## config.mk

```make
export PLATFORM = sky130hd
export DESIGN_NAME = spi_ctrl_top
export DESIGN_NICKNAME = d
export VERILOG_FILES = /design/src/design/spi_pkg.sv /design/src/design/spi_bit_clock.sv /design/src/design/spi_cmd_engine.sv /design/src/design/spi_ctrl_top.sv
export VERILOG_INCLUDE_DIRS = /design/src /design/src/include
export SDC_FILE = /design/constraint.sdc
export NUM_CORES = 1
export LEC_CHECK = 0
export BUFFER_PORTS_ARGS = -buffer_cell sky130_fd_sc_hd__buf_2
export CAP_MARGIN = 20
export CORE_MARGIN = 2
export CORE_UTILIZATION = 42
export DETAILED_ROUTE_END_ITERATION = 6
export PLACE_DENSITY_LB_ADDON = 0.08
export REMOVE_ABC_BUFFERS = 1
export SYNTH_ARGS = -nofsm -noshare
export SYNTH_HDL_FRONTEND = slang
export SYNTH_SLANG_ARGS = --single-unit
```

## constraint.sdc

```tcl
create_clock -name clk -period 2 [get_ports clk]
set_input_delay 0.1 -clock clk [delete_from_list [all_inputs] [get_ports clk]]
set_output_delay 0.1 -clock clk [all_outputs]
set_load 0.02 [all_outputs]
```

## src/include/spi_settings.svh

```systemverilog
`ifndef SPI_SETTINGS_SVH
`define SPI_SETTINGS_SVH

// Register address bits
`define SPI_ADDR_W 3

// Write data and read data bits
`define SPI_DATA_W 8

// rw + addr + data
`define SPI_CMD_W (1 + `SPI_ADDR_W + `SPI_DATA_W)

// System clocks per sclk half period
`define SPI_SCLK_DIV 4

`endif

```

## src/design/spi_pkg.sv

```systemverilog
`include "spi_settings.svh"

package spi_pkg;

  // Command word, shifted out MSB first
  typedef struct packed {
    logic                   rw;    // 1 write, 0 read
    logic [`SPI_ADDR_W-1:0] addr;
    logic [`SPI_DATA_W-1:0] data;  // Don't care on a read
  } spi_cmd_t;

  typedef logic [`SPI_DATA_W-1:0] spi_rdata_t;

  localparam int SPI_CMD_BITS  = `SPI_CMD_W;
  localparam int SPI_DATA_BITS = `SPI_DATA_W;

  // sclk rising edges per frame
  localparam int SPI_FRAME_WR = SPI_CMD_BITS;
  localparam int SPI_FRAME_RD = SPI_CMD_BITS + SPI_DATA_BITS;

  // Wide enough to hold the longest frame count
  localparam int SPI_CNT_W = $clog2(SPI_FRAME_RD + 1);

endpackage

```

## src/design/spi_bit_clock.sv

```systemverilog
`timescale 1ns/1ns

`include "spi_settings.svh"

module spi_bit_clock #(
  parameter int SCLK_DIV = `SPI_SCLK_DIV
) (
  input  logic clk,
  input  logic rst_n,
  input  logic run,
  output logic sclk,
  output logic rise,
  output logic fall
);

  localparam int DIV_W = (SCLK_DIV > 2) ? $clog2(SCLK_DIV) : 1;

  logic [DIV_W-1:0] div_cnt;
  logic             div_tc;

  assign div_tc = (div_cnt == DIV_W'(SCLK_DIV - 1));  // Half period done

  always_ff @(posedge clk or negedge rst_n)
  begin
    if (!rst_n)
    begin
      div_cnt <= '0;
      sclk    <= 1'b0;
      rise    <= 1'b0;
      fall    <= 1'b0;
    end
    else
    begin
      rise <= 1'b0;
      fall <= 1'b0;
      if (!run)
      begin
        div_cnt <= '0;   // Park low between frames
        sclk    <= 1'b0;
      end
      else if (div_tc)
      begin
        div_cnt <= '0;
        sclk    <= ~sclk;
        rise    <= ~sclk;  // Strobes line up with the new sclk level
        fall    <= sclk;
      end
      else
      begin
        div_cnt <= div_cnt + 1'b1;
      end
    end
  end

endmodule

```

## src/design/spi_cmd_engine.sv

```systemverilog
`timescale 1ns/1ns

module spi_cmd_engine (
  input  logic               clk,
  input  logic               rst_n,
  input  spi_pkg::spi_cmd_t   cmd_in,
  input  logic               cmd_vld,
  output logic               cmd_rdy,
  input  logic               rise,
  input  logic               fall,
  output logic               run,
  output logic               cs,
  output logic               mosi,
  input  logic               miso,
  output logic               read_vld,
  output spi_pkg::spi_rdata_t read_data
);

  import spi_pkg::*;

  typedef enum logic [1:0] {
    ST_IDLE,
    ST_SEND,
    ST_RECV
  } state_t;

  state_t                  state_q;
  state_t                  state_d;
  logic [SPI_CMD_BITS-1:0] cmd_bits;
  logic [SPI_CMD_BITS-1:0] shift_q;
  spi_rdata_t              cap_q;
  logic [SPI_CNT_W-1:0]    rise_cnt_q;
  logic [SPI_CNT_W-1:0]    last_cnt;
  logic                    rd_q;
  logic                    accept;
  logic                    cmd_sent;
  logic                    frame_end;

  assign cmd_bits = cmd_in;
  assign cmd_rdy  = (state_q == ST_IDLE);
  assign accept   = cmd_vld && cmd_rdy;
  assign run      = ~cs;

  // Frame length follows the latched rw bit
  assign last_cnt = rd_q ? SPI_CNT_W'(SPI_FRAME_RD) : SPI_CNT_W'(SPI_FRAME_WR);

  // Fall after the last command bit was sampled
  assign cmd_sent  = fall && (rise_cnt_q == SPI_CNT_W'(SPI_FRAME_WR));
  assign frame_end = fall && (rise_cnt_q == last_cnt);

  always_comb
  begin
    state_d = state_q;
    case (state_q)
      ST_IDLE:
      begin
        if (accept)
        begin
          state_d = ST_SEND;
        end
      end
      ST_SEND:
      begin
        if (frame_end)
        begin
          state_d = ST_IDLE;   // Write frame done
        end
        else if (cmd_sent)
        begin
          state_d = ST_RECV;   // Read, turn around for miso
        end
      end
      ST_RECV:
      begin
        if (frame_end)
        begin
          state_d = ST_IDLE;
        end
      end
      default:
      begin
        state_d = ST_IDLE;
      end
    endcase
  end

  always_ff @(posedge clk or negedge rst_n)
  begin
    if (!rst_n)
    begin
      state_q    <= ST_IDLE;
      cs         <= 1'b1;
      mosi       <= 1'b0;
      rise_cnt_q <= '0;
      rd_q       <= 1'b0;
      read_vld   <= 1'b0;
    end
    else
    begin
      state_q  <= state_d;
      read_vld <= 1'b0;
      if (accept)
      begin
        cs         <= 1'b0;
        rise_cnt_q <= '0;
        rd_q       <= ~cmd_in.rw;
        mosi       <= cmd_in.rw;   // MSB ready before the first rise
      end
      else if (state_q != ST_IDLE)
      begin
        if (rise)
        begin
          rise_cnt_q <= rise_cnt_q + 1'b1;
        end
        if (frame_end)
        begin
          cs       <= 1'b1;
          mosi     <= 1'b0;
          read_vld <= rd_q;
        end
        else if (state_q == ST_SEND && fall)
        begin
          mosi <= cmd_sent ? 1'b0 : shift_q[SPI_CMD_BITS-1];
        end
      end
    end
  end

  // Serial payload
  always_ff @(posedge clk)
  begin
    if (accept)
    begin
      shift_q <= {cmd_bits[SPI_CMD_BITS-2:0], 1'b0};  // MSB already on mosi
    end
    else if (state_q == ST_SEND && fall)
    begin
      shift_q <= shift_q << 1;
    end

    if (state_q == ST_RECV && rise)
    begin
      cap_q <= {cap_q[SPI_DATA_BITS-2:0], miso};
    end

    if (frame_end && rd_q)
    begin
      read_data <= cap_q;   // Held until the next read
    end
  end

endmodule

```

## src/design/spi_ctrl_top.sv

```systemverilog
`timescale 1ns/1ns

module spi_ctrl_top (
  input  logic               clk,
  input  logic               rst_n,
  input  spi_pkg::spi_cmd_t   cmd_in,
  input  logic               cmd_vld,
  output logic               cmd_rdy,
  output logic               sclk,
  output logic               cs,
  output logic               mosi,
  input  logic               miso,
  output logic               read_vld,
  output spi_pkg::spi_rdata_t read_data
);

  logic run;
  logic rise;
  logic fall;

  spi_cmd_engine u_engine (
    .clk       (clk),
    .rst_n     (rst_n),
    .cmd_in    (cmd_in),
    .cmd_vld   (cmd_vld),
    .cmd_rdy   (cmd_rdy),
    .rise      (rise),
    .fall      (fall),
    .run       (run),
    .cs        (cs),
    .mosi      (mosi),
    .miso      (miso),
    .read_vld  (read_vld),
    .read_data (read_data)
  );

  // Divider from the settings default
  spi_bit_clock u_bit_clock (
    .clk   (clk),
    .rst_n (rst_n),
    .run   (run),
    .sclk  (sclk),
    .rise  (rise),
    .fall  (fall)
  );

endmodule

```

==> flow_summary.json, run 1 <==
{
  "rsz0062_at_grt": "false",
  "grt_max_degree": 19,
  "p_leak_uw": 0.000819,
  "wl_per_cell_um": 13.6,
  "crit_start": "u_engine.state_q[0]",
  "antenna_found_initial": 0,
  "drtIter0Drc": 93,
  "die_h_um": 68,
  "fin_crit_sh": 0.779,
  "dp.cells": 190,
  "avgSynthCellArea_um2": 15.5,
  "r2r-start": "u_engine.state_q[0]",
  "path_cells": "nor3b_4 > buf_4 > mux2_2",
  "critPathMaxFanout": 18,
  "drive_gt1_frac": 0.360,
  "grt_pass1_wl_mm": 4.32,
  "cts_tree": "built",
  "setup.worst_path.start_class": "flop",
  "synth_warnings": 0,
  "max_cap_violations": 0,
  "fmax_mhz": 642,
  "die_area_mm2": 0.00462,
  "post-place-ws_ns": 0.434,
  "slew_violations": 0,
  "relSlewSlack": 0.762,
  "htree_levels": 2,
  "finalCriticalPeriod_ns": 1.56,
  "hold_violations": 0,
  "stdcell_count": 200,
  "die-width_um": 68,
  "cts_buffer_depth": 2,
  "cpLargestDelayFamily": "flip-flops",
  "drc_errors": 0,
  "synth_edf_count": 27,
  "rows": 23,
  "ys_types": 33,
  "fin_area_mm2": 0.00206,
  "path_class": "reg2reg",
  "hold_class": "in2reg",
  "skew_ns": 0.00674,
  "cts_sinks": 43,
  "hold_path.startpoint": "cmd_in[0]",
  "core_area_mm2": 0.00397,
  "grt_pass1_vias": 962,
  "ir_worst_vdd_v": 0.000602,
  "num_vias": 995,
  "routed_wl_mm": 2.73,
  "ys_async_sr_fraction": 0.372,
  "dpl.hpwl_mm": 1.93,
  "io_buffers": 28,
  "overflow": 0,
  "viasPerCell": 4.98,
  "fin_nets": 168,
  "finalWorstSetupSlack_ns": 0.442,
  "start_util": 0.433,
  "synth_seq_cells": 43,
  "crit_slowest_cell": "dfrtp_1",
  "cp-end-kind": "flop",
  "required_ns": 2.04,
  "status": "complete, no violations",
  "syn_inst": 111,
  "pin_count": 29,
  "first_pass_iters": 4,
  "diodes": 0,
  "synth_ff_type": "edfxtp_1",
  "cp_num_buf_inv": 1,
  "synth.cell_area_mm2": 0.00172,
  "clockRootBuffer": "clkbuf_8",
  "arrival_ns": 1.60,
  "area.growth.synth_to_final_pct": 19.7,
  "postRouteAntennaNets": 0,
  "critPathMaxStageDelay_ns": 0.49,
  "setup-violations-final": 0,
  "grt_util_all_layers": 0.133,
  "post_cts_buffers": 0,
  "gp_congestion": 0.837,
  "cts_buffers": 5,
  "cellPowerDensity_mw_per_mm2": 1030,
  "dpl_cell_area_mm2": 0.00193,
  "worstMarginPinSlew_ns": 0.357,
  "ys_seq_area_frac": 0.705,
  "setup_tns_ns": 0,
  "path_clk_slew_ns": 0.08,
  "clk_latency_ns": 0.29
}
==> kinds of logic after synthesis <==
group                    synth area share
XOR/XNOR                           0.0153
adder cells (fa/ha/maj)            0.0218
AND/OR/NAND/NOR                     0.104
buffers and inverters              0.0189
AO/OA/AOI/OAI                      0.0640
flip-flops                          0.705
multiplexers                       0.0713
==> state kept, by name (all words and copies together) (netlist names) <==
register,flops
u_engine.read_vld,1
u_bit_clock.rise,1
u_engine.rd_q,1
u_engine.cap_q,8
u_bit_clock.fall,1
u_bit_clock.div_cnt,2
u_engine.rise_cnt_q,5
u_engine.cs,1
u_engine.read_data,8
u_bit_clock.sclk,1
u_engine.shift_q,11
u_engine.mosi,1
u_engine.state_q,2
==> cell usage after synthesis (3+ instances only) <==
| master | instances | area, um^2 |
|---|---|---|
| inv_1 | 3 | 11.3 |
| nand2_1 | 3 | 11.3 |
| o21ai_0 | 4 | 20.0 |
| edfxtp_1 | 27 | 811 |
| ha_1 | 3 | 37.5 |
| mux2_2 | 10 | 113 |
| nor2_1 | 12 | 45.0 |
| dfrtp_1 | 15 | 375 |
| a21oi_1 | 3 | 15.0 |
==> cells in the final DEF (no fill, tap or decap), drive strengths merged, types with 2 or more instances in the layout <==
| cell | netlist | routed |
|---|---|---|
| edfxtp | 27 | 27 |
| dlygate4sd3 | 0 | 2 |
| nand3b | 2 | 2 |
| a211oi | 2 | 2 |
| mux2 | 10 | 10 |
| o21ai | 4 | 4 |
| nand2b | 2 | 2 |
| nand4 | 2 | 2 |
| inv | 3 | 3 |
| o21a | 2 | 2 |
| and2 | 2 | 2 |
| dfrtp | 15 | 15 |
| clkbuf | 0 | 5 |
| nor2 | 12 | 12 |
| nand2 | 3 | 3 |
| xor2 | 2 | 2 |
| buf | 3 | 32 |
| ha | 3 | 3 |
| nor3b | 2 | 2 |
| a21oi | 3 | 3 |
| clkinv | 0 | 2 |
==> per-layer routing <==
layer  share of wire  vias up  track usage
met3           0.064        6       0.0576
li1                -      476            -
met2            0.48       32        0.198
met1            0.44      481        0.167
met5               0        -            0
met4           0.019        0       0.0650
==> report_power, final <==
group	total, uW	switching (uW)	internal (uW)
clock network	637	272	365
registers	1160	100	1060
logic	330	170	160
total	2130	542	1590
==> area by class of cell <==
class | instances | area (um^2)
Fill cell | 362 | 1910
Sequential cell | 43 | 1210
Multi-Input combinational cell | 62 | 475
Timing Repair Buffer | 34 | 190
Clock buffer | 5 | 68.8
Tap cell | 50 | 62.6
Clock inverter | 3 | 38.8
Inverter | 3 | 11.3
==> final timing paths <==
check	end	slack, ns	cells past startpoint
hold / removal	u_engine.shift_q[1]	0.1	2
hold reg to reg	u_bit_clock.div_cnt[0]	0.43	1
min in group asynchronous	u_engine.state_q[0]	0.24	2
setup / recovery	u_engine.shift_q[11]	0.44	3
setup reg to reg	u_engine.shift_q[11]	0.44	3
max in group asynchronous	u_engine.cs	1.46	2
==> repair_timing <==
action | in CTS | in global routing
gates resized for setup | 0 | 0
hold endpoints to repair | 16 | 0
hold buffers | 2 | 0
==> stage by stage <==
| stage | power [uW] | hold WS, ns | utilization |
|---|---|---|---|
| floorplan | 1390 | -0.196 | - |
| global placement | 1490 | 0.0265 | 0.486 |
| detailed placement | 1510 | 0.0311 | 0.486 |
| CTS | 2150 | 0.0936 | 0.519 |
| global route | 2250 | 0.0982 | 0.519 |
| finish | 2130 | 0.0977 | 0.519 |
No activity file was read; power rests on OpenSTA's default activity.
==> run 2: changes to the inputs <==
clock period = 1.3 ns   (was 2 ns; I/O delays follow)
==> run 2 against run 1 <==
Compared with the run above:
- the flow now finishes with violations (setup timing)
- global-route usage is 1.9 points higher
- critical path depth rose by 1
- first-iteration DRC count decreased by 49%
- sequential share of layout area decreased by 8.2 points
- sequential power increased by 52%
- via count increased by 7.7%
- flip-flop and latch count is the same
- worst hold slack got worse by 0.042 ns
- maximum frequency grew 8.6%
- cell count rose by 12%
- worst setup slack worse by 0.58 ns
- largest cell class unchanged
==> flow_summary.json, run 2 (synthesis gave the netlist of run 1 again) <==
{
  "status": "complete, but fails checks",
  "violations": "setup timing",
  "gp_congestion": 0.717,
  "grt_max_degree": 17,
  "whs_path_depth": 2,
  "setup.worst_path.start_class": "flop",
  "largest_register_ffs": 11,
  "max_cap_violations": 0,
  "setup-violations-final": 32,
  "critPathMaxFanout": 2,
  "p_leak_uw": 0.000965,
  "first_pass_iters": 4,
  "cellPowerDensity_mw_per_mm2": 1430,
  "ir_worst_vdd_v": 0.000716,
  "drive_gt1_frac": 0.526,
  "relSlewSlack": 0.754,
  "whs_ns": 0.0555,
  "cp_num_buf_inv": 0,
  "clk_latency_ns": 0.29,
  "grt_util_all_layers": 0.153,
  "cp-end-kind": "flop",
  "routed_wl_mm": 3.08,
  "htree_levels": 2,
  "overflow": 0,
  "r2r_cells": 4,
  "die_area_mm2": 0.00462,
  "cpLargestDelayFamily": "compound AO/OA/AOI/OAI gates",
  "clockRootBuffer": "clkbuf_8",
  "cts_buffer_depth": 2,
  "drtIter0Drc": 47,
  "fmax_mhz": 697,
  "path_cells": "or3b_4 > a211oi_4 > o221ai_2 > o31a_1",
  "area.growth.synth_to_final_pct": 39.1,
  "top_regs": "u_engine.shift_q (11), u_engine.cap_q (8), u_engine.read_data (8)",
  "io_buffers": 28,
  "rows": 23,
  "postRouteAntennaNets": 0,
  "r2r-end": "u_engine.mosi",
  "viasPerCell": 4.81,
  "diodes": 0,
  "core_area_mm2": 0.00397,
  "cts_tree": "built",
  "crit_slowest_cell": "or3b_4",
  "hold_path.startpoint": "cmd_in[0]",
  "die_h_um": 68,
  "arrival_ns": 1.61,
  "path_class": "reg2reg",
  "grt_pass1_wl_mm": 4.87,
  "dpl.hpwl_mm": 2.17,
  "final_core_util": 0.603,
  "fin_crit_sh": 1.10,
  "required_ns": 1.48,
  "skew_ns": 0.00321,
  "grt_pass1_vias": 991,
  "cts_sinks": 43,
  "die-width_um": 68,
  "largest_register": "u_engine.shift_q",
  "critPathMaxStageDelay_ns": 0.42,
  "layout_common_cells": "27 x buf_2, 27 x edfxtp_1, 16 x buf_6",
  "r2r-start": "u_engine.rise_cnt_q[4]",
  "rsz0062_at_grt": "true",
  "worstMarginPinSlew_ns": 0.368,
  "r2r_slack_ns": -0.13,
  "min_to": "u_engine.shift_q[1]",
  "finalWorstSetupSlack_ns": -0.134,
  "hold_class": "in2reg",
  "finalCriticalPeriod_ns": 1.43,
  "fin_nets": 191,
  "start_util": 0.433,
  "num_vias": 1072,
  "total_power_uw": 3410,
  "path_clk_slew_ns": 0.07,
  "wl_per_cell_um": 13.8,
  "slew_violations": 0,
  "pin_count": 29,
  "drc_errors": 0,
  "cts_buffers": 5,
  "hold_violations": 0,
  "antenna_found_initial": 0
}
run 2: per-layer routing:
layer  track usage  routed length, um  up-vias
met4        0.0600                 53        0
met2         0.257               1580       28
met5             0                  0        -
li1              -                  -      523
met3        0.0493                157        6
met1         0.181               1290      515
run 2: layout make-up:
cell class | count | area [um^2]
Sequential cell | 43 | 1210
Fill cell | 317 | 1580
Inverter | 3 | 11.3
Multi-Input combinational cell | 62 | 578
Timing Repair Buffer | 57 | 438
Clock inverter | 1 | 5.00
Tap cell | 50 | 62.6
Clock buffer | 7 | 86.3
run 2: stage by stage:
step | TNS (ns) | cells | worst slack (ns) | area [um^2]
floorplan | -9.65 | 108 | -0.322 | 1700
global placement | -2.30 | 206 | -0.116 | 2060
detailed placement | -3.12 | 206 | -0.137 | 2060
CTS | -2.24 | 221 | -0.118 | 2270
global route | -4.99 | 223 | -0.230 | 2390
finish | -2.37 | 223 | -0.134 | 2390
run 2: power by group:
group	switching, uW	internal (uW)	total [uW]
combinational	381	443	824
sequential	129	1630	1760
clock	401	428	829
run 2: timing repair:
action | in CTS | in global routing
hold buffers | 2 | 0
pin swaps | 7 | 9
buffers inserted | 4 | 3
cloned | 1 | 0
setup endpoints to repair | 41 | 49
gates resized for setup | 18 | 28
endpoints found under the hold margin | 17 | 0
run 2: worst max path at each step:
stage                                      start              endpoint  slack (ns)  cells past startpoint
final                     u_engine.rise_cnt_q[4]         u_engine.mosi       -0.13                      4
after global routing      u_engine.rise_cnt_q[4]           u_engine.cs       -0.23                      5
after CTS                    u_engine.state_q[1]   u_engine.shift_q[8]       -0.12                      3
after detailed placement     u_engine.state_q[0]         u_engine.mosi       -0.14                      5
after global placement       u_engine.state_q[0]         u_engine.mosi       -0.12                      5
after floorplan              u_engine.state_q[0]  u_engine.shift_q[10]       -0.32                      2
